### src/common/ob_params.svh
`ifndef OB_PARAMS_SVH
`define OB_PARAMS_SVH

// Command uid width
`define OB_UID_W 8

// Price in ticks
`define OB_PRICE_W 12

// Order quantity
`define OB_QTY_W 10

// Entries held by each side of the book
`define OB_BOOK_DEPTH 4

// Reserved uid, marks a trade response
`define OB_TRADE_UID {`OB_UID_W{1'b1}}

`endif

### src/common/ob_pkg.sv
`include "ob_params.svh"

package ob_pkg;

  // Basic words
  typedef logic [`OB_UID_W-1:0] uid_t;
  typedef logic [`OB_PRICE_W-1:0] price_t;
  typedef logic [`OB_QTY_W-1:0] quantity_t;

  // Command opcodes
  typedef enum logic [2:0] {
    Op_Nop       = 3'd0,
    Op_QryBidAsk = 3'd1,
    Op_Buy       = 3'd2,
    Op_Sell      = 3'd3,
    Op_PopTopBid = 3'd4,
    Op_PopTopAsk = 3'd5
  } opcode_t;

  // Response status
  typedef enum logic [2:0] {
    S_Okay   = 3'd0,
    S_Bad    = 3'd1,
    S_BadPop = 3'd2,
    S_Full   = 3'd3
  } status_t;

  // One resting order, also the Buy/Sell operand
  typedef struct packed {
    uid_t      uid;
    price_t    price;
    quantity_t quantity;
  } entry_t;

  // Result word width, every view of the union is padded to this
  localparam int RESULT_W = $bits(entry_t);

  typedef struct packed {
    opcode_t opcode;
    uid_t    uid;
    entry_t  oprand;
  } cmd_t;

  // Spread query view
  typedef struct packed {
    logic [RESULT_W-2*`OB_PRICE_W-1:0] rsvd;
    price_t                            bid;
    price_t                            ask;
  } result_qrybidask_t;

  // Trade view
  typedef struct packed {
    logic [RESULT_W-2*`OB_UID_W-`OB_QTY_W-1:0] rsvd;
    uid_t                                      bid_uid;
    uid_t                                      ask_uid;
    quantity_t                                 quantity;
  } result_trade_t;

  // Same word, decoded by response kind
  typedef union packed {
    result_qrybidask_t qrybidask;
    entry_t            poptop;
    result_trade_t     trade;
  } result_u;

  typedef struct packed {
    uid_t    uid;
    status_t status;
    result_u result;
  } rsp_t;

  // Outcome of one head comparison
  typedef struct packed {
    logic      vld;
    logic      bid_consumed;
    logic      ask_consumed;
    uid_t      bid_uid;
    uid_t      ask_uid;
    quantity_t quantity;
    quantity_t remainder;
  } match_t;

  // Head of one book side
  typedef struct packed {
    logic   vld;
    logic   full;
    entry_t head;
  } book_head_t;

endpackage

### src/book/ob_book_side.sv
`timescale 1ns/100ps
`include "ob_params.svh"

module ob_book_side #(
  // 1 keeps highest price first, 0 lowest first
  parameter bit IS_BID = 1'b1
) (
  input  logic               clk,
  input  logic               rst,
  input  logic               insert,
  input  ob_pkg::entry_t     insert_entry,
  input  logic               pop,
  input  logic               update,
  input  ob_pkg::quantity_t  update_qty,
  output ob_pkg::book_head_t head
);
  import ob_pkg::*;

  localparam int DEPTH = `OB_BOOK_DEPTH;

  // Slot 0 is the head
  entry_t           mem [DEPTH];
  logic [DEPTH-1:0] vld_q;

  // Entries that stay in front of a new order
  logic [DEPTH-1:0] ahead;
  // Slot that takes the new order
  logic [DEPTH-1:0] slot_new;

  always_comb begin
    for (int i = 0; i < DEPTH; i++) begin
      // Equal price stays ahead, so older orders keep priority
      if (IS_BID) begin
        ahead[i] = vld_q[i] && (mem[i].price >= insert_entry.price);
      end else begin
        ahead[i] = vld_q[i] && (mem[i].price <= insert_entry.price);
      end
    end
    // ahead is a run from slot 0, the first miss gets the order
    slot_new = ~ahead & {ahead[DEPTH-2:0], 1'b1};
  end

  // Occupancy as a run of ones from slot 0
  always_ff @(posedge clk) begin
    if (rst) begin
      vld_q <= '0;
    end else if (pop) begin
      vld_q <= {1'b0, vld_q[DEPTH-1:1]};
    end else if (insert && !update) begin
      vld_q <= {vld_q[DEPTH-2:0], 1'b1};
    end
  end

  always_ff @(posedge clk) begin
    if (pop) begin
      // Shift toward the head, last slot goes stale
      for (int i = 0; i < DEPTH - 1; i++) begin
        mem[i] <= mem[i+1];
      end
    end else if (update) begin
      mem[0].quantity <= update_qty;
    end else if (insert) begin
      // New best order takes the head
      if (slot_new[0]) begin
        mem[0] <= insert_entry;
      end
      // Slots behind the new order move back one
      for (int i = 1; i < DEPTH; i++) begin
        if (!ahead[i]) begin
          mem[i] <= slot_new[i] ? insert_entry : mem[i-1];
        end
      end
    end
  end

  always_comb begin
    head.vld  = vld_q[0];
    head.full = vld_q[DEPTH-1];
    head.head = mem[0];
  end

  a_no_pop_empty: assert property (@(posedge clk) disable iff (rst)
    pop |-> vld_q[0]);

  // Holds only if every earlier insert and pop kept the run intact
  a_vld_contiguous: assert property (@(posedge clk) disable iff (rst)
    ((vld_q + 1'b1) & vld_q) == '0);

endmodule

### src/design/ob_match.sv
`timescale 1ns/100ps

module ob_match (
  input  logic               clk,
  input  logic               rst,
  input  ob_pkg::book_head_t bid_head,
  input  ob_pkg::book_head_t ask_head,
  input  logic               capture,
  output ob_pkg::match_t     match
);
  import ob_pkg::*;

  quantity_t bid_qty;
  quantity_t ask_qty;
  logic      bid_more;
  logic      ask_more;
  match_t    match_d;
  match_t    data_q;
  logic      vld_q;

  always_comb begin
    bid_qty  = bid_head.head.quantity;
    ask_qty  = ask_head.head.quantity;
    bid_more = bid_qty > ask_qty;
    ask_more = ask_qty > bid_qty;
    match_d  = '0;
    // Crossed book with both heads present
    match_d.vld = bid_head.vld && ask_head.vld &&
                  (bid_head.head.price >= ask_head.head.price);
    match_d.bid_uid = bid_head.head.uid;
    match_d.ask_uid = ask_head.head.uid;
    // Smaller side fills completely
    match_d.quantity     = bid_more ? ask_qty : bid_qty;
    match_d.bid_consumed = ~bid_more;
    match_d.ask_consumed = ~ask_more;
    // Larger side keeps the difference, zero on equal
    if (bid_more) begin
      match_d.remainder = bid_qty - ask_qty;
    end else begin
      match_d.remainder = ask_qty - bid_qty;
    end
  end

  always_ff @(posedge clk) begin
    if (rst) begin
      vld_q <= 1'b0;
    end else if (capture) begin
      vld_q <= match_d.vld;
    end
  end

  always_ff @(posedge clk) begin
    if (capture) begin
      data_q <= match_d;
    end
  end

  always_comb begin
    match     = data_q;
    match.vld = vld_q;
  end

  a_match_consumes: assert property (@(posedge clk) disable iff (rst)
    match.vld |-> (match.bid_consumed || match.ask_consumed));

endmodule

### src/design/ob_cntrl.sv
`timescale 1ns/100ps
`include "ob_params.svh"

module ob_cntrl (
  input  logic               clk,
  input  logic               rst,
  input  logic               cmd_vld,
  input  ob_pkg::cmd_t       cmd,
  output logic               cmd_pop,
  input  logic               rsp_full,
  output logic               rsp_vld,
  output ob_pkg::rsp_t       rsp,
  input  ob_pkg::book_head_t bid_head,
  output logic               bid_insert,
  output ob_pkg::entry_t     bid_insert_entry,
  output logic               bid_pop,
  output logic               bid_update,
  output ob_pkg::quantity_t  bid_update_qty,
  input  ob_pkg::book_head_t ask_head,
  output logic               ask_insert,
  output ob_pkg::entry_t     ask_insert_entry,
  output logic               ask_pop,
  output logic               ask_update,
  output ob_pkg::quantity_t  ask_update_qty,
  output logic               match_capture,
  input  ob_pkg::match_t     match
);
  import ob_pkg::*;

  // Two-bit state, no separate done state
  typedef enum logic [1:0] {
    IDLE    = 2'd0,
    ISSUE   = 2'd1,
    EXECUTE = 2'd2
  } state_t;

  state_t state_q;
  state_t state_d;

  // Single command latch
  logic   latch_vld_q;
  cmd_t   latch_q;
  logic   cmd_fetch;
  logic   cmd_consume;
  entry_t order;

  // Take a new command when the latch is free or freed this cycle
  assign cmd_fetch = cmd_vld & (~latch_vld_q | cmd_consume);
  assign cmd_pop   = cmd_fetch;

  always_ff @(posedge clk) begin
    if (rst) begin
      latch_vld_q <= 1'b0;
    end else if (cmd_fetch) begin
      latch_vld_q <= 1'b1;
    end else if (cmd_consume) begin
      latch_vld_q <= 1'b0;
    end
  end

  always_ff @(posedge clk) begin
    if (cmd_fetch) begin
      latch_q <= cmd;
    end
  end

  always_ff @(posedge clk) begin
    if (rst) begin
      state_q <= IDLE;
    end else begin
      state_q <= state_d;
    end
  end

  // Resting order carries the command uid
  always_comb begin
    order     = latch_q.oprand;
    order.uid = latch_q.uid;
  end

  assign bid_insert_entry = order;
  assign ask_insert_entry = order;

  // Surviving head takes the remainder
  assign bid_update_qty = match.remainder;
  assign ask_update_qty = match.remainder;

  always_comb begin
    state_d       = state_q;
    cmd_consume   = 1'b0;
    rsp_vld       = 1'b0;
    rsp           = '0;
    bid_insert    = 1'b0;
    bid_pop       = 1'b0;
    bid_update    = 1'b0;
    ask_insert    = 1'b0;
    ask_pop       = 1'b0;
    ask_update    = 1'b0;
    match_capture = 1'b0;
    // Full response path stalls everything
    if (!rsp_full) begin
      case (state_q)
        IDLE: begin
          if (latch_vld_q) begin
            // Most commands answer Okay and retire at once
            rsp_vld     = 1'b1;
            rsp.uid     = latch_q.uid;
            rsp.status  = S_Okay;
            cmd_consume = 1'b1;
            case (latch_q.opcode)
              Op_Nop: begin
              end
              Op_QryBidAsk: begin
                rsp.result.qrybidask.bid = bid_head.head.price;
                rsp.result.qrybidask.ask = ask_head.head.price;
                // Spread only defined with both sides present
                if (!(bid_head.vld && ask_head.vld)) begin
                  rsp.status = S_Bad;
                end
              end
              Op_Buy: begin
                if (bid_head.full) begin
                  rsp.status = S_Full;
                end else begin
                  // Command stays latched until matching ends
                  bid_insert  = 1'b1;
                  cmd_consume = 1'b0;
                  state_d     = ISSUE;
                end
              end
              Op_Sell: begin
                if (ask_head.full) begin
                  rsp.status = S_Full;
                end else begin
                  ask_insert  = 1'b1;
                  cmd_consume = 1'b0;
                  state_d     = ISSUE;
                end
              end
              Op_PopTopBid: begin
                bid_pop = bid_head.vld;
                if (bid_head.vld) begin
                  rsp.result.poptop = bid_head.head;
                end else begin
                  rsp.status = S_BadPop;
                end
              end
              Op_PopTopAsk: begin
                ask_pop = ask_head.vld;
                if (ask_head.vld) begin
                  rsp.result.poptop = ask_head.head;
                end else begin
                  rsp.status = S_BadPop;
                end
              end
              // Unknown opcode
              default: rsp.status = S_Bad;
            endcase
          end
        end
        ISSUE: begin
          // Book heads settled, register the comparison
          match_capture = 1'b1;
          state_d       = EXECUTE;
        end
        EXECUTE: begin
          if (match.vld) begin
            rsp_vld                   = 1'b1;
            rsp.uid                   = `OB_TRADE_UID;
            rsp.status                = S_Okay;
            rsp.result.trade.bid_uid  = match.bid_uid;
            rsp.result.trade.ask_uid  = match.ask_uid;
            rsp.result.trade.quantity = match.quantity;
            // Consumed heads leave, the other keeps the remainder
            bid_pop    = match.bid_consumed;
            ask_pop    = match.ask_consumed;
            bid_update = ~match.bid_consumed;
            ask_update = ~match.ask_consumed;
            state_d    = ISSUE;
          end else begin
            // Book no longer crosses
            cmd_consume = 1'b1;
            state_d     = IDLE;
          end
        end
        default: state_d = IDLE;
      endcase
    end
  end

  a_rsp_not_full: assert property (@(posedge clk) disable iff (rst)
    rsp_vld |-> !rsp_full);

  // Head full flag comes from the book itself
  a_no_insert_full: assert property (@(posedge clk) disable iff (rst)
    (bid_insert |-> !bid_head.full) and (ask_insert |-> !ask_head.full));

endmodule

### src/design/ob_top.sv
`timescale 1ns/100ps

module ob_top (
  input  logic          clk,
  input  logic          rst,
  input  logic          cmd_vld,
  input  ob_pkg::cmd_t  cmd,
  output logic          cmd_pop,
  input  logic          rsp_full,
  output logic          rsp_vld,
  output ob_pkg::rsp_t  rsp
);
  import ob_pkg::*;

  // Bid side control and head
  book_head_t bid_head;
  logic       bid_insert;
  entry_t     bid_insert_entry;
  logic       bid_pop;
  logic       bid_update;
  quantity_t  bid_update_qty;

  // Ask side control and head
  book_head_t ask_head;
  logic       ask_insert;
  entry_t     ask_insert_entry;
  logic       ask_pop;
  logic       ask_update;
  quantity_t  ask_update_qty;

  // Matcher handshake
  logic       match_capture;
  match_t     match;

  ob_cntrl cntrl_i (
    .clk              (clk),
    .rst              (rst),
    .cmd_vld          (cmd_vld),
    .cmd              (cmd),
    .cmd_pop          (cmd_pop),
    .rsp_full         (rsp_full),
    .rsp_vld          (rsp_vld),
    .rsp              (rsp),
    .bid_head         (bid_head),
    .bid_insert       (bid_insert),
    .bid_insert_entry (bid_insert_entry),
    .bid_pop          (bid_pop),
    .bid_update       (bid_update),
    .bid_update_qty   (bid_update_qty),
    .ask_head         (ask_head),
    .ask_insert       (ask_insert),
    .ask_insert_entry (ask_insert_entry),
    .ask_pop          (ask_pop),
    .ask_update       (ask_update),
    .ask_update_qty   (ask_update_qty),
    .match_capture    (match_capture),
    .match            (match)
  );

  ob_match match_i (
    .clk      (clk),
    .rst      (rst),
    .bid_head (bid_head),
    .ask_head (ask_head),
    .capture  (match_capture),
    .match    (match)
  );

  // Bids best first means highest price at the head
  ob_book_side #(.IS_BID(1'b1)) bid_book_i (
    .clk          (clk),
    .rst          (rst),
    .insert       (bid_insert),
    .insert_entry (bid_insert_entry),
    .pop          (bid_pop),
    .update       (bid_update),
    .update_qty   (bid_update_qty),
    .head         (bid_head)
  );

  // Asks lowest price at the head
  ob_book_side #(.IS_BID(1'b0)) ask_book_i (
    .clk          (clk),
    .rst          (rst),
    .insert       (ask_insert),
    .insert_entry (ask_insert_entry),
    .pop          (ask_pop),
    .update       (ask_update),
    .update_qty   (ask_update_qty),
    .head         (ask_head)
  );

endmodule

### config.mk
export PLATFORM = sky130hd
export DESIGN_NAME = ob_top
export DESIGN_NICKNAME = d
export VERILOG_FILES = /design/src/common/ob_pkg.sv /design/src/book/ob_book_side.sv /design/src/design/ob_match.sv /design/src/design/ob_cntrl.sv /design/src/design/ob_top.sv
export VERILOG_INCLUDE_DIRS = /design/src /design/src/common
export SDC_FILE = /design/constraint.sdc
export NUM_CORES = 1
export LEC_CHECK = 0
export CAP_MARGIN = 0
export CORE_ASPECT_RATIO = 0.6
export CORE_UTILIZATION = 50
export CTS_CLUSTER_SIZE = 16
export DETAILED_ROUTE_END_ITERATION = 10
export DONT_BUFFER_PORTS = 1
export PLACE_DENSITY = 0.72
export SLEW_MARGIN = 20
export SYNTH_ARGS = -nofsm -noshare
export SYNTH_HDL_FRONTEND = slang
export SYNTH_HIERARCHICAL = 1
export SYNTH_SLANG_ARGS = --single-unit
### constraint.sdc
create_clock -name clk -period 5.6 [get_ports clk]
set_clock_uncertainty 0.2 [all_clocks]
set_input_delay 0.28 -clock clk [delete_from_list [all_inputs] [get_ports clk]]
set_output_delay 0.28 -clock clk [all_outputs]
set_load 0.01 [all_outputs]
==> impl_metrics.xml, run 1 <==
<?xml version="1.0" encoding="UTF-8"?>
<metrics>
  <group name="worst_hold_path">
    <metric name="hold_path_class" unit="">in -&gt; reg</metric>
  </group>
  <group name="cells_and_area">
    <metric name="seq_area" unit="sq mm">0.00958</metric>
    <metric name="antenna_cells_inserted" unit="">0</metric>
    <metric name="nNetsFinal" unit="">1761</metric>
    <metric name="syn_to_final_growth" unit="%">5.91</metric>
    <metric name="fill_cells" unit="">3263</metric>
    <metric name="multiInputGateArea" unit="sq mm">0.00902</metric>
    <metric name="share_of_post_route_cells_with_drive_strength_above_1" unit="%">21.4</metric>
  </group>
  <group name="route">
    <metric name="met2WireLength" unit="mm">21.7</metric>
    <metric name="drtIter0Drc" unit="">1480</metric>
    <metric name="highest_layer" unit="">met4</metric>
    <metric name="dr_wl_met3" unit="mm">4.93</metric>
    <metric name="postRouteWirelength" unit="mm">52.5</metric>
    <metric name="post_drt_wl_per_cell" unit="um">24.6</metric>
    <metric name="drt_drc_violations_left" unit="">0</metric>
    <metric name="vias_per_cell" unit="">6.21</metric>
    <metric name="drt-pass1-iter-count" unit="">5</metric>
    <metric name="dr_total_vias" unit="">13200</metric>
    <metric name="m1WireLength" unit="mm">24.0</metric>
    <metric name="drtAntennaViolNets" unit="">0</metric>
  </group>
  <group name="floorplanning">
    <metric name="rows" unit="">56</metric>
    <metric name="area_enclosed_by_the_die_boundary" unit="sq mm">0.0408</metric>
    <metric name="pin_count" unit="">88</metric>
    <metric name="chipHeight" unit="um">157</metric>
    <metric name="design.core.area" unit="sq mm">0.0392</metric>
    <metric name="die_w" unit="um">260</metric>
    <metric name="initial_cell_density_of_the_core" unit="%">50.9</metric>
  </group>
  <group name="synth">
    <metric name="synth_area" unit="sq mm">0.0200</metric>
    <metric name="number_of_synthesized_flops_with_an_enable_pin" unit="">311</metric>
    <metric name="synth_fp_nets" unit="">1823</metric>
    <metric name="postSynth.asyncResetShare" unit="%">0</metric>
    <metric name="post_synth_inst_count" unit="">1648</metric>
    <metric name="synth.yosys.seq_area_share" unit="%">48.0</metric>
    <metric name="synth-main-ff-cell" unit="">sky130_fd_sc_hd__edfxtp_1</metric>
    <metric name="ys_seq_elements" unit="">323</metric>
    <metric name="post_synth.cell_area_avg" unit="sq um">12.1</metric>
    <metric name="yosysWarnings" unit="">6</metric>
    <metric name="synth.distinct_cells" unit="">72</metric>
  </group>
  <group name="sta">
    <metric name="fmax" unit="MHz">226</metric>
    <metric name="timing.final.max_slew_violations" unit="">0</metric>
    <metric name="hold_ws" unit="ps">64.7</metric>
    <metric name="min_period_over_period" unit="%">79.1</metric>
    <metric name="final.min_clock_period" unit="ps">4430</metric>
    <metric name="hold_viol_final" unit="">0</metric>
    <metric name="slew_headroom" unit="%">25.8</metric>
    <metric name="tightest_slew" unit="ps">1110</metric>
    <metric name="finalSetupViolations" unit="">0</metric>
    <metric name="rsz0062_at_grt" unit="">no</metric>
    <metric name="totalNegativeSetupSlack" unit="ps">0</metric>
  </group>
  <group name="power_and_ir_drop">
    <metric name="power" unit="W">0.00505</metric>
    <metric name="share_clk_of_total_power" unit="%">40.3</metric>
    <metric name="pwr-share-seq" unit="%">53.6</metric>
    <metric name="sw_share" unit="%">23.4</metric>
    <metric name="net-switching-power" unit="W">0.00118</metric>
    <metric name="vdd.ir_drop.worst" unit="mV">0.258</metric>
    <metric name="power.leakage" unit="nW">8.00</metric>
    <metric name="share_comb_of_total_power" unit="%">6.1</metric>
    <metric name="power_density" unit="mW/mm^2">239</metric>
    <metric name="intPower" unit="W">0.00386</metric>
  </group>
  <group name="critical_path">
    <metric name="max_stage_delay" unit="ps">830</metric>
    <metric name="timing.critical_path.fanout_max" unit="">21</metric>
    <metric name="slowest_stage" unit="">sky130_fd_sc_hd__o41ai_1</metric>
    <metric name="path_class" unit="">reg -&gt; reg</metric>
    <metric name="timing.critical_path.cells" unit="">inv_1 -&gt; ha_1 -&gt; a2111oi_0 -&gt; o41ai_1 -&gt; a22oi_1 -&gt; nand2_2 -&gt; buf_4 -&gt; mux2i_1 -&gt; a21oi_1</metric>
    <metric name="crit_path_end_kind" unit="">register</metric>
    <metric name="critPathRequiredTime" unit="ps">5710</metric>
    <metric name="arrival" unit="ps">4540</metric>
    <metric name="worst-path-buf-inv" unit="">2</metric>
    <metric name="cpLargestDelayFamily" unit="">compound AO/OA/AOI/OAI gates</metric>
    <metric name="timing.critical_path.from_type" unit="">register</metric>
  </group>
  <group name="grt">
    <metric name="vias_in_the_first_global_route" unit="">12700</metric>
    <metric name="grt_use_total" unit="%">25.8</metric>
    <metric name="grt_overflow_total" unit="">0</metric>
    <metric name="grt_start_max_net_pins" unit="">102</metric>
    <metric name="global_route_wire_length_before_repair" unit="mm">79.0</metric>
    <metric name="antenna_found_initial" unit="">0</metric>
  </group>
  <group name="cts">
    <metric name="post_cts_clock_slew_at_the_launch_and_capture_registers_of_the_worst_setup_and_hold_paths" unit="ps">70</metric>
    <metric name="cts_post_setup_buffers_inserted" unit="">0</metric>
    <metric name="insertion_delay" unit="ps">590</metric>
    <metric name="clock-sinks" unit="">323</metric>
    <metric name="max-clock-path-buffers" unit="">3</metric>
    <metric name="cts-htree-levels" unit="">1</metric>
    <metric name="tritoncts" unit="">built</metric>
    <metric name="root_buffer" unit="">sky130_fd_sc_hd__clkbuf_16</metric>
    <metric name="cts-buffers-inserted" unit="">30</metric>
    <metric name="cts.repair.resized" unit="">0</metric>
  </group>
  <group name="placed_design">
    <metric name="detailedPlacementHpwl" unit="mm">36.2</metric>
    <metric name="port-buffer-count" unit="">0</metric>
    <metric name="gpl.final_weighted_congestion" unit="">0.956</metric>
  </group>
  <group name="flow_run">
    <metric name="cap_viol_max_count" unit="">0</metric>
  </group>
  <group name="outcome">
    <metric name="status" unit="">finished, final reports clean</metric>
  </group>
</metrics>
## logic make-up after synthesis
group	after synthesis	share of synthesized area, %
adder cells (fa/ha/maj)	130	8.22
XOR/XNOR	8	0.351
flip-flops	323	48.0
AND/OR/NAND/NOR	300	7.62
multiplexers	314	17.5
buffers and inverters	245	7.44
other	1	0.0188
AO/OA/AOI/OAI	327	10.9
## power groups by stage
stage / clock [W] / sequential (W) / combinational (W)
5_1_grt: 0.00213 / 0.00271 / 0.000336
3_3_place_gp: 0 / 0.00276 / 0.000268
6_report: 0.00203 / 0.00271 / 0.000308
3_5_place_dp: 0 / 0.00276 / 0.000276
2_1_floorplan: 0 / 0.00273 / 0.000248
4_1_cts: 0.00204 / 0.00271 / 0.000301
## cell usage in the layout, fill, tap and decap left out, types with 16 or more instances in the layout
cell and n:
sky130_fd_sc_hd__a21o_1 22, sky130_fd_sc_hd__a21oi_1 123, sky130_fd_sc_hd__a221oi_1 17, sky130_fd_sc_hd__a22oi_1 21
sky130_fd_sc_hd__and3_1 16, sky130_fd_sc_hd__buf_4 36, sky130_fd_sc_hd__clkbuf_16 30, sky130_fd_sc_hd__dlygate4sd3_1 36
sky130_fd_sc_hd__edfxtp_1 311, sky130_fd_sc_hd__ha_1 128, sky130_fd_sc_hd__inv_1 77, sky130_fd_sc_hd__mux2_2 202
sky130_fd_sc_hd__mux2_4 19, sky130_fd_sc_hd__mux2i_1 89, sky130_fd_sc_hd__nand2_1 54, sky130_fd_sc_hd__nand3_1 21
sky130_fd_sc_hd__nand4_1 18, sky130_fd_sc_hd__nor2_1 103, sky130_fd_sc_hd__nor2b_1 25, sky130_fd_sc_hd__o21ai_0 38
sky130_fd_sc_hd__o21ai_1 23
## stage by stage
step	setup WS, ps	std cells	area, sq um	util, %
floorplan	990	1648	20000	-
global placement	1460	2040	19900	50.6
detailed placement	1410	2040	19900	50.6
CTS	1390	2132	21200	53.9
global route	944	2132	21200	53.9
finish	1170	2132	21200	53.9
## sequential cells by signal, summed over array words and instances, names as in the netlist
register,flops
ask_book_i/mem,120
ask_book_i/vld_q,4
bid_book_i/mem,120
bid_book_i/vld_q,4
cntrl_i/ask_insert_entry,30
cntrl_i/latch_q,3
cntrl_i/latch_vld_q,1
cntrl_i/state_q,2
match_i/match,38
match_i/vld_q,1
## worst paths after layout
kind / start / end / slack, ps / depth (start not counted)
worst max-delay path: cntrl_i/ask_insert_entry[11]$_DFFE_PP_ / bid_book_i/mem[1][23]$_DFFE_PP_ / 1170 / 9
worst max register to register: cntrl_i/ask_insert_entry[11]$_DFFE_PP_ / bid_book_i/mem[1][23]$_DFFE_PP_ / 1170 / 9
worst min register to register: ask_book_i/mem[0][22]$_DFFE_PP_ / match_i/match[20]$_DFFE_PP_ / 320 / 0
worst min-delay path: cmd_vld / cntrl_i/ask_insert_entry[23]$_DFFE_PP_ / 60 / 1
## metal layers
metal  track usage, %  up-vias
li1                 -     5994
met1             38.4     6528
met2             36.7      627
met3             5.77       97
met4             8.38        0
met5                0        -
## synth_stat cells (all sizes together) (9+ instances only)
master  number  area share (%)
a21o        22            0.83
a21oi      124             3.1
a221oi      28             1.6
a22oi       21            0.79
a31oi        9            0.39
and3        16            0.50
and3b       15            0.66
buf        138             5.4
clkbuf      30            0.58
dfxtp       12             1.2
edfxtp     311              47
ha         128             8.0
inv         77             1.4
mux2       225              13
mux2i       89             4.5
nand2       55             1.0
nand2b      10            0.31
nand3       21            0.53
nand4       18            0.56
nor2       106             2.0
nor2b       26            0.85
nor3        14            0.35
o211ai       9            0.34
o21a        14            0.53
o21ai       63             1.6
## timing repair
action | CTS | global route
hold buffers | 36 | 0
setup endpoints to repair | 0 | 0
endpoints found under the hold margin | 45 | 0
## layout make-up
cell class | count | area share (%)
Multi-Input combinational cell | 1080 | 42.7
Clock buffer | 35 | 3.64
Inverter | 77 | 1.37
Sequential cell | 323 | 45.3
Timing Repair Buffer | 74 | 3.17
Tap cell | 522 | 3.09
Clock inverter | 21 | 0.804
No activity file was read; power rests on OpenSTA's default activity.
==> inputs of run 2 (changes only) <==
- ABC_AREA: unset -> 1
- PLACE_DENSITY: 0.72 -> 0.75
- clock period: 5.6 -> 3.6 ns (I/O delays scaled with it)
==> run 2 against run 1 <==
Effect of this change:
- synthesized area rose by 8.0%
- register-to-register slack got worse by 1000 ps
- global-route usage up 3.5 points
- maximum frequency up 29%
- synthesized cell count is 64% higher
- sequential cell count is the same
- combinational power rose by 94%
- routed wire length rose by 23%
- cell area rose by 9.2%
- critical endpoint is now bid_book_i/mem[2][24]$_DFFE_PP_
==> impl_metrics.xml, run 2 <==
<?xml version="1.0" encoding="UTF-8"?>
<metrics>
  <group name="outcome">
    <metric name="status" unit="">finished, final reports clean</metric>
  </group>
  <group name="cts">
    <metric name="cts_post_setup_buffers_inserted" unit="">0</metric>
    <metric name="insertion_delay" unit="ps">540</metric>
    <metric name="post_cts_clock_slew_at_the_launch_and_capture_registers_of_the_worst_setup_and_hold_paths" unit="ps">70</metric>
    <metric name="tritoncts" unit="">built</metric>
    <metric name="clock-sinks" unit="">323</metric>
    <metric name="root_buffer" unit="">sky130_fd_sc_hd__clkbuf_16</metric>
    <metric name="cts-htree-levels" unit="">2</metric>
    <metric name="cts-buffers-inserted" unit="">34</metric>
    <metric name="max-clock-path-buffers" unit="">3</metric>
  </group>
  <group name="route">
    <metric name="drtAntennaViolNets" unit="">0</metric>
    <metric name="drt-pass1-iter-count" unit="">6</metric>
    <metric name="post_drt_wl_per_cell" unit="um">20.1</metric>
    <metric name="drt_drc_violations_left" unit="">0</metric>
    <metric name="postRouteWirelength" unit="mm">64.6</metric>
    <metric name="dr_total_vias" unit="">19000</metric>
    <metric name="drtIter0Drc" unit="">2668</metric>
    <metric name="vias_per_cell" unit="">5.91</metric>
  </group>
  <group name="placed_design">
    <metric name="detailedPlacementHpwl" unit="mm">46.0</metric>
    <metric name="dp_slack" unit="ps">274</metric>
    <metric name="port-buffer-count" unit="">0</metric>
    <metric name="place.detailed.instances" unit="">3113</metric>
    <metric name="gpl.final_weighted_congestion" unit="">0.949</metric>
  </group>
  <group name="worst_hold_path">
    <metric name="hold_path_class" unit="">in -&gt; reg</metric>
  </group>
  <group name="floorplanning">
    <metric name="pin_count" unit="">88</metric>
    <metric name="area_enclosed_by_the_die_boundary" unit="sq mm">0.0440</metric>
    <metric name="design.core.area" unit="sq mm">0.0422</metric>
    <metric name="initial_cell_density_of_the_core" unit="%">51.1</metric>
    <metric name="rows" unit="">58</metric>
    <metric name="chipHeight" unit="um">163</metric>
    <metric name="die_w" unit="um">270</metric>
  </group>
  <group name="grt">
    <metric name="global_route_wire_length_before_repair" unit="mm">101</metric>
    <metric name="vias_in_the_first_global_route" unit="">17700</metric>
    <metric name="grt_use_total" unit="%">29.2</metric>
    <metric name="grt_overflow_total" unit="">0</metric>
    <metric name="grt_start_max_net_pins" unit="">92</metric>
    <metric name="antenna_found_initial" unit="">2</metric>
  </group>
  <group name="synth">
    <metric name="synth-main-ff-cell" unit="">sky130_fd_sc_hd__edfxtp_1</metric>
    <metric name="synth_largest_area_cell" unit="">sky130_fd_sc_hd__edfxtp_1</metric>
    <metric name="synth_area" unit="sq mm">0.0216</metric>
    <metric name="yosysMostFrequentCell" unit="">sky130_fd_sc_hd__nand2_1</metric>
    <metric name="synth.distinct_cells" unit="">50</metric>
    <metric name="yosys-top-cells-area" unit="">sky130_fd_sc_hd__edfxtp_1 43%, sky130_fd_sc_hd__nand2_1 20%, sky130_fd_sc_hd__ha_1 7.4%, sky130_fd_sc_hd__nand3_1 6.4%, sky130_fd_sc_hd__nand4_1 3.9%</metric>
    <metric name="synth_fp_nets" unit="">2874</metric>
    <metric name="post_synth.cell_area_avg" unit="sq um">7.99</metric>
    <metric name="ys_seq_elements" unit="">323</metric>
    <metric name="yosysWarnings" unit="">6</metric>
    <metric name="number_of_synthesized_flops_with_an_enable_pin" unit="">311</metric>
    <metric name="postSynth.asyncResetShare" unit="%">0</metric>
    <metric name="top_area_cell_type_share_of_the_netlist_area" unit="%">43.3</metric>
    <metric name="post_synth_inst_count" unit="">2699</metric>
    <metric name="synth.yosys.seq_area_share" unit="%">44.4</metric>
    <metric name="post_synth_top_cells" unit="">1124 x sky130_fd_sc_hd__nand2_1, 311 x sky130_fd_sc_hd__edfxtp_1, 274 x sky130_fd_sc_hd__nand3_1, 177 x sky130_fd_sc_hd__inv_1, 134 x sky130_fd_sc_hd__nand4_1</metric>
  </group>
  <group name="cells_and_area">
    <metric name="final_common_cell" unit="">sky130_fd_sc_hd__nand2_1</metric>
    <metric name="most_frequent_cells_in_the_layout" unit="">1123 x sky130_fd_sc_hd__nand2_1, 311 x sky130_fd_sc_hd__edfxtp_1, 274 x sky130_fd_sc_hd__nand3_1</metric>
    <metric name="nNetsFinal" unit="">2791</metric>
    <metric name="syn_to_final_growth" unit="%">7.15</metric>
    <metric name="share_of_post_route_cells_with_drive_strength_above_1" unit="%">7.34</metric>
    <metric name="layoutNonFillerInstCount" unit="">3214</metric>
    <metric name="fill_cells" unit="">3847</metric>
  </group>
  <group name="sta">
    <metric name="final.min_clock_period" unit="ps">3450</metric>
    <metric name="finalSetupViolations" unit="">0</metric>
    <metric name="timing.final.max_slew_violations" unit="">0</metric>
    <metric name="hold_viol_final" unit="">0</metric>
    <metric name="tightest_slew" unit="ps">1090</metric>
    <metric name="slew_headroom" unit="%">27.0</metric>
    <metric name="min_period_over_period" unit="%">95.7</metric>
    <metric name="final_critical_path_setup_slack" unit="ps">155</metric>
    <metric name="totalNegativeSetupSlack" unit="ps">0</metric>
    <metric name="fmax" unit="MHz">290</metric>
    <metric name="rsz0062_at_grt" unit="">no</metric>
  </group>
  <group name="critical_path">
    <metric name="arrival" unit="ps">3520</metric>
    <metric name="timing.critical_path.from_type" unit="">register</metric>
    <metric name="crit_path_end_kind" unit="">register</metric>
    <metric name="critPathRequiredTime" unit="ps">3680</metric>
    <metric name="timing.critical_path.fanout_max" unit="">91</metric>
    <metric name="path_class" unit="">reg -&gt; reg</metric>
  </group>
  <group name="power_and_ir_drop">
    <metric name="power.leakage" unit="nW">10.5</metric>
    <metric name="power_density" unit="mW/mm^2">366</metric>
    <metric name="vdd.ir_drop.worst" unit="mV">0.392</metric>
  </group>
  <group name="flow_run">
    <metric name="cap_viol_max_count" unit="">0</metric>
  </group>
</metrics>
run 2: cell types whose count changed in the layout (fill, tap and decap cells not counted), moves of 22 or more:
cell	before	now
sky130_fd_sc_hd__nand2_1	54	1123
sky130_fd_sc_hd__nand3_1	21	274
sky130_fd_sc_hd__mux2_2	202	0
sky130_fd_sc_hd__nand4_1	18	134
sky130_fd_sc_hd__inv_1	77	177
sky130_fd_sc_hd__mux2i_1	89	0
sky130_fd_sc_hd__a21oi_1	123	74
sky130_fd_sc_hd__nor2_1	103	61
sky130_fd_sc_hd__buf_4	36	70
sky130_fd_sc_hd__nor2b_1	25	0
sky130_fd_sc_hd__o21ai_1	23	1
run 2: final timing paths:
path                                          startpoint                                     end  slack, ps  depth (start not counted)
hold / removal                                   cmd[33]  cntrl_i/ask_insert_entry[25]$_DFFE_PP_         70                          1
setup / recovery  cntrl_i/ask_insert_entry[21]$_DFFE_PP_         bid_book_i/mem[2][24]$_DFFE_PP_        150                         13
hold reg to reg               match_i/vld_q$_SDFFE_PP0P_              match_i/vld_q$_SDFFE_PP0P_        280                          2
setup reg to reg  cntrl_i/ask_insert_entry[21]$_DFFE_PP_         bid_book_i/mem[2][24]$_DFFE_PP_        150                         13
run 2: cell families (layout without fill, tap and decap cells):
group                    count (synthesis)  count (layout)  share of synthesized area (%)
other                                    1               3                         0.0174
AND/OR/NAND/NOR                       1631            1631                           32.2
adder cells (fa/ha/maj)                130             130                           7.61
XOR/XNOR                                 8               8                          0.325
AO/OA/AOI/OAI                          185             185                           5.16
buffers and inverters                  421             364                           10.3
flip-flops                             323             323                           44.4
run 2: cell type report:
cell class	instances	area [sq um]	share of cell area (%)
Timing Repair Buffer	120	1160	5.00
Multi-Input combinational cell	1955	9870	42.7
Clock inverter	20	159	0.688
Inverter	182	683	2.96
Clock buffer	42	945	4.09
Antenna cell	2	5.00	0.0217
Tap cell	570	713	3.09
Sequential cell	323	9580	41.4
run 2: routing by layer:
layer | GRT usage, % | vias to the layer above | share of wire (%)
li1 | - | 8762 | -
met1 | 43.1 | 9077 | 44
met2 | 43.3 | 1026 | 42
met3 | 5.82 | 118 | 11
met4 | 8.60 | 0 | 2.8
met5 | 0 | - | 0
run 2: power by group:
part / switching, W / internal, W
clock: 0.00158 / 0.00202
sequential: 0.0000931 / 0.00416
combinational: 0.000389 / 0.000208
total: 0.00206 / 0.00639
run 2: worst max-delay path, stage by stage, from the launching register on:
cell and delay [ps]:
sky130_fd_sc_hd__edfxtp_1 420, sky130_fd_sc_hd__inv_1 90, sky130_fd_sc_hd__ha_1 310, sky130_fd_sc_hd__nand2_1 80, sky130_fd_sc_hd__nor2_1 240, sky130_fd_sc_hd__nand2_1 90
sky130_fd_sc_hd__nor2_1 120, sky130_fd_sc_hd__nand2_1 60, sky130_fd_sc_hd__nand2_1 130, sky130_fd_sc_hd__nand2_2 80, sky130_fd_sc_hd__nand2_2 90, sky130_fd_sc_hd__buf_4 780
sky130_fd_sc_hd__nand2_1 220, sky130_fd_sc_hd__buf_12 260
run 2: what timing repair did:
item / CTS / global route
hold endpoints to repair: 98 / 0
hold buffers: 37 / 0
gates resized for setup: 0 / 0
run 2: stage by stage:
step | hold WS, ps | cell area [sq um] | utilization (%) | total power (W)
final | 68.5 | 23100 | 54.7 | 0.00845
after global routing | 68.5 | 23100 | 54.7 | 0.00868
after CTS | 56.2 | 23100 | 54.7 | 0.00847
after detailed placement | 55.8 | 21600 | 51.2 | 0.00488
after global placement | 54.1 | 21600 | 51.2 | 0.00486
after floorplan | 49.1 | 21600 | - | 0.00473
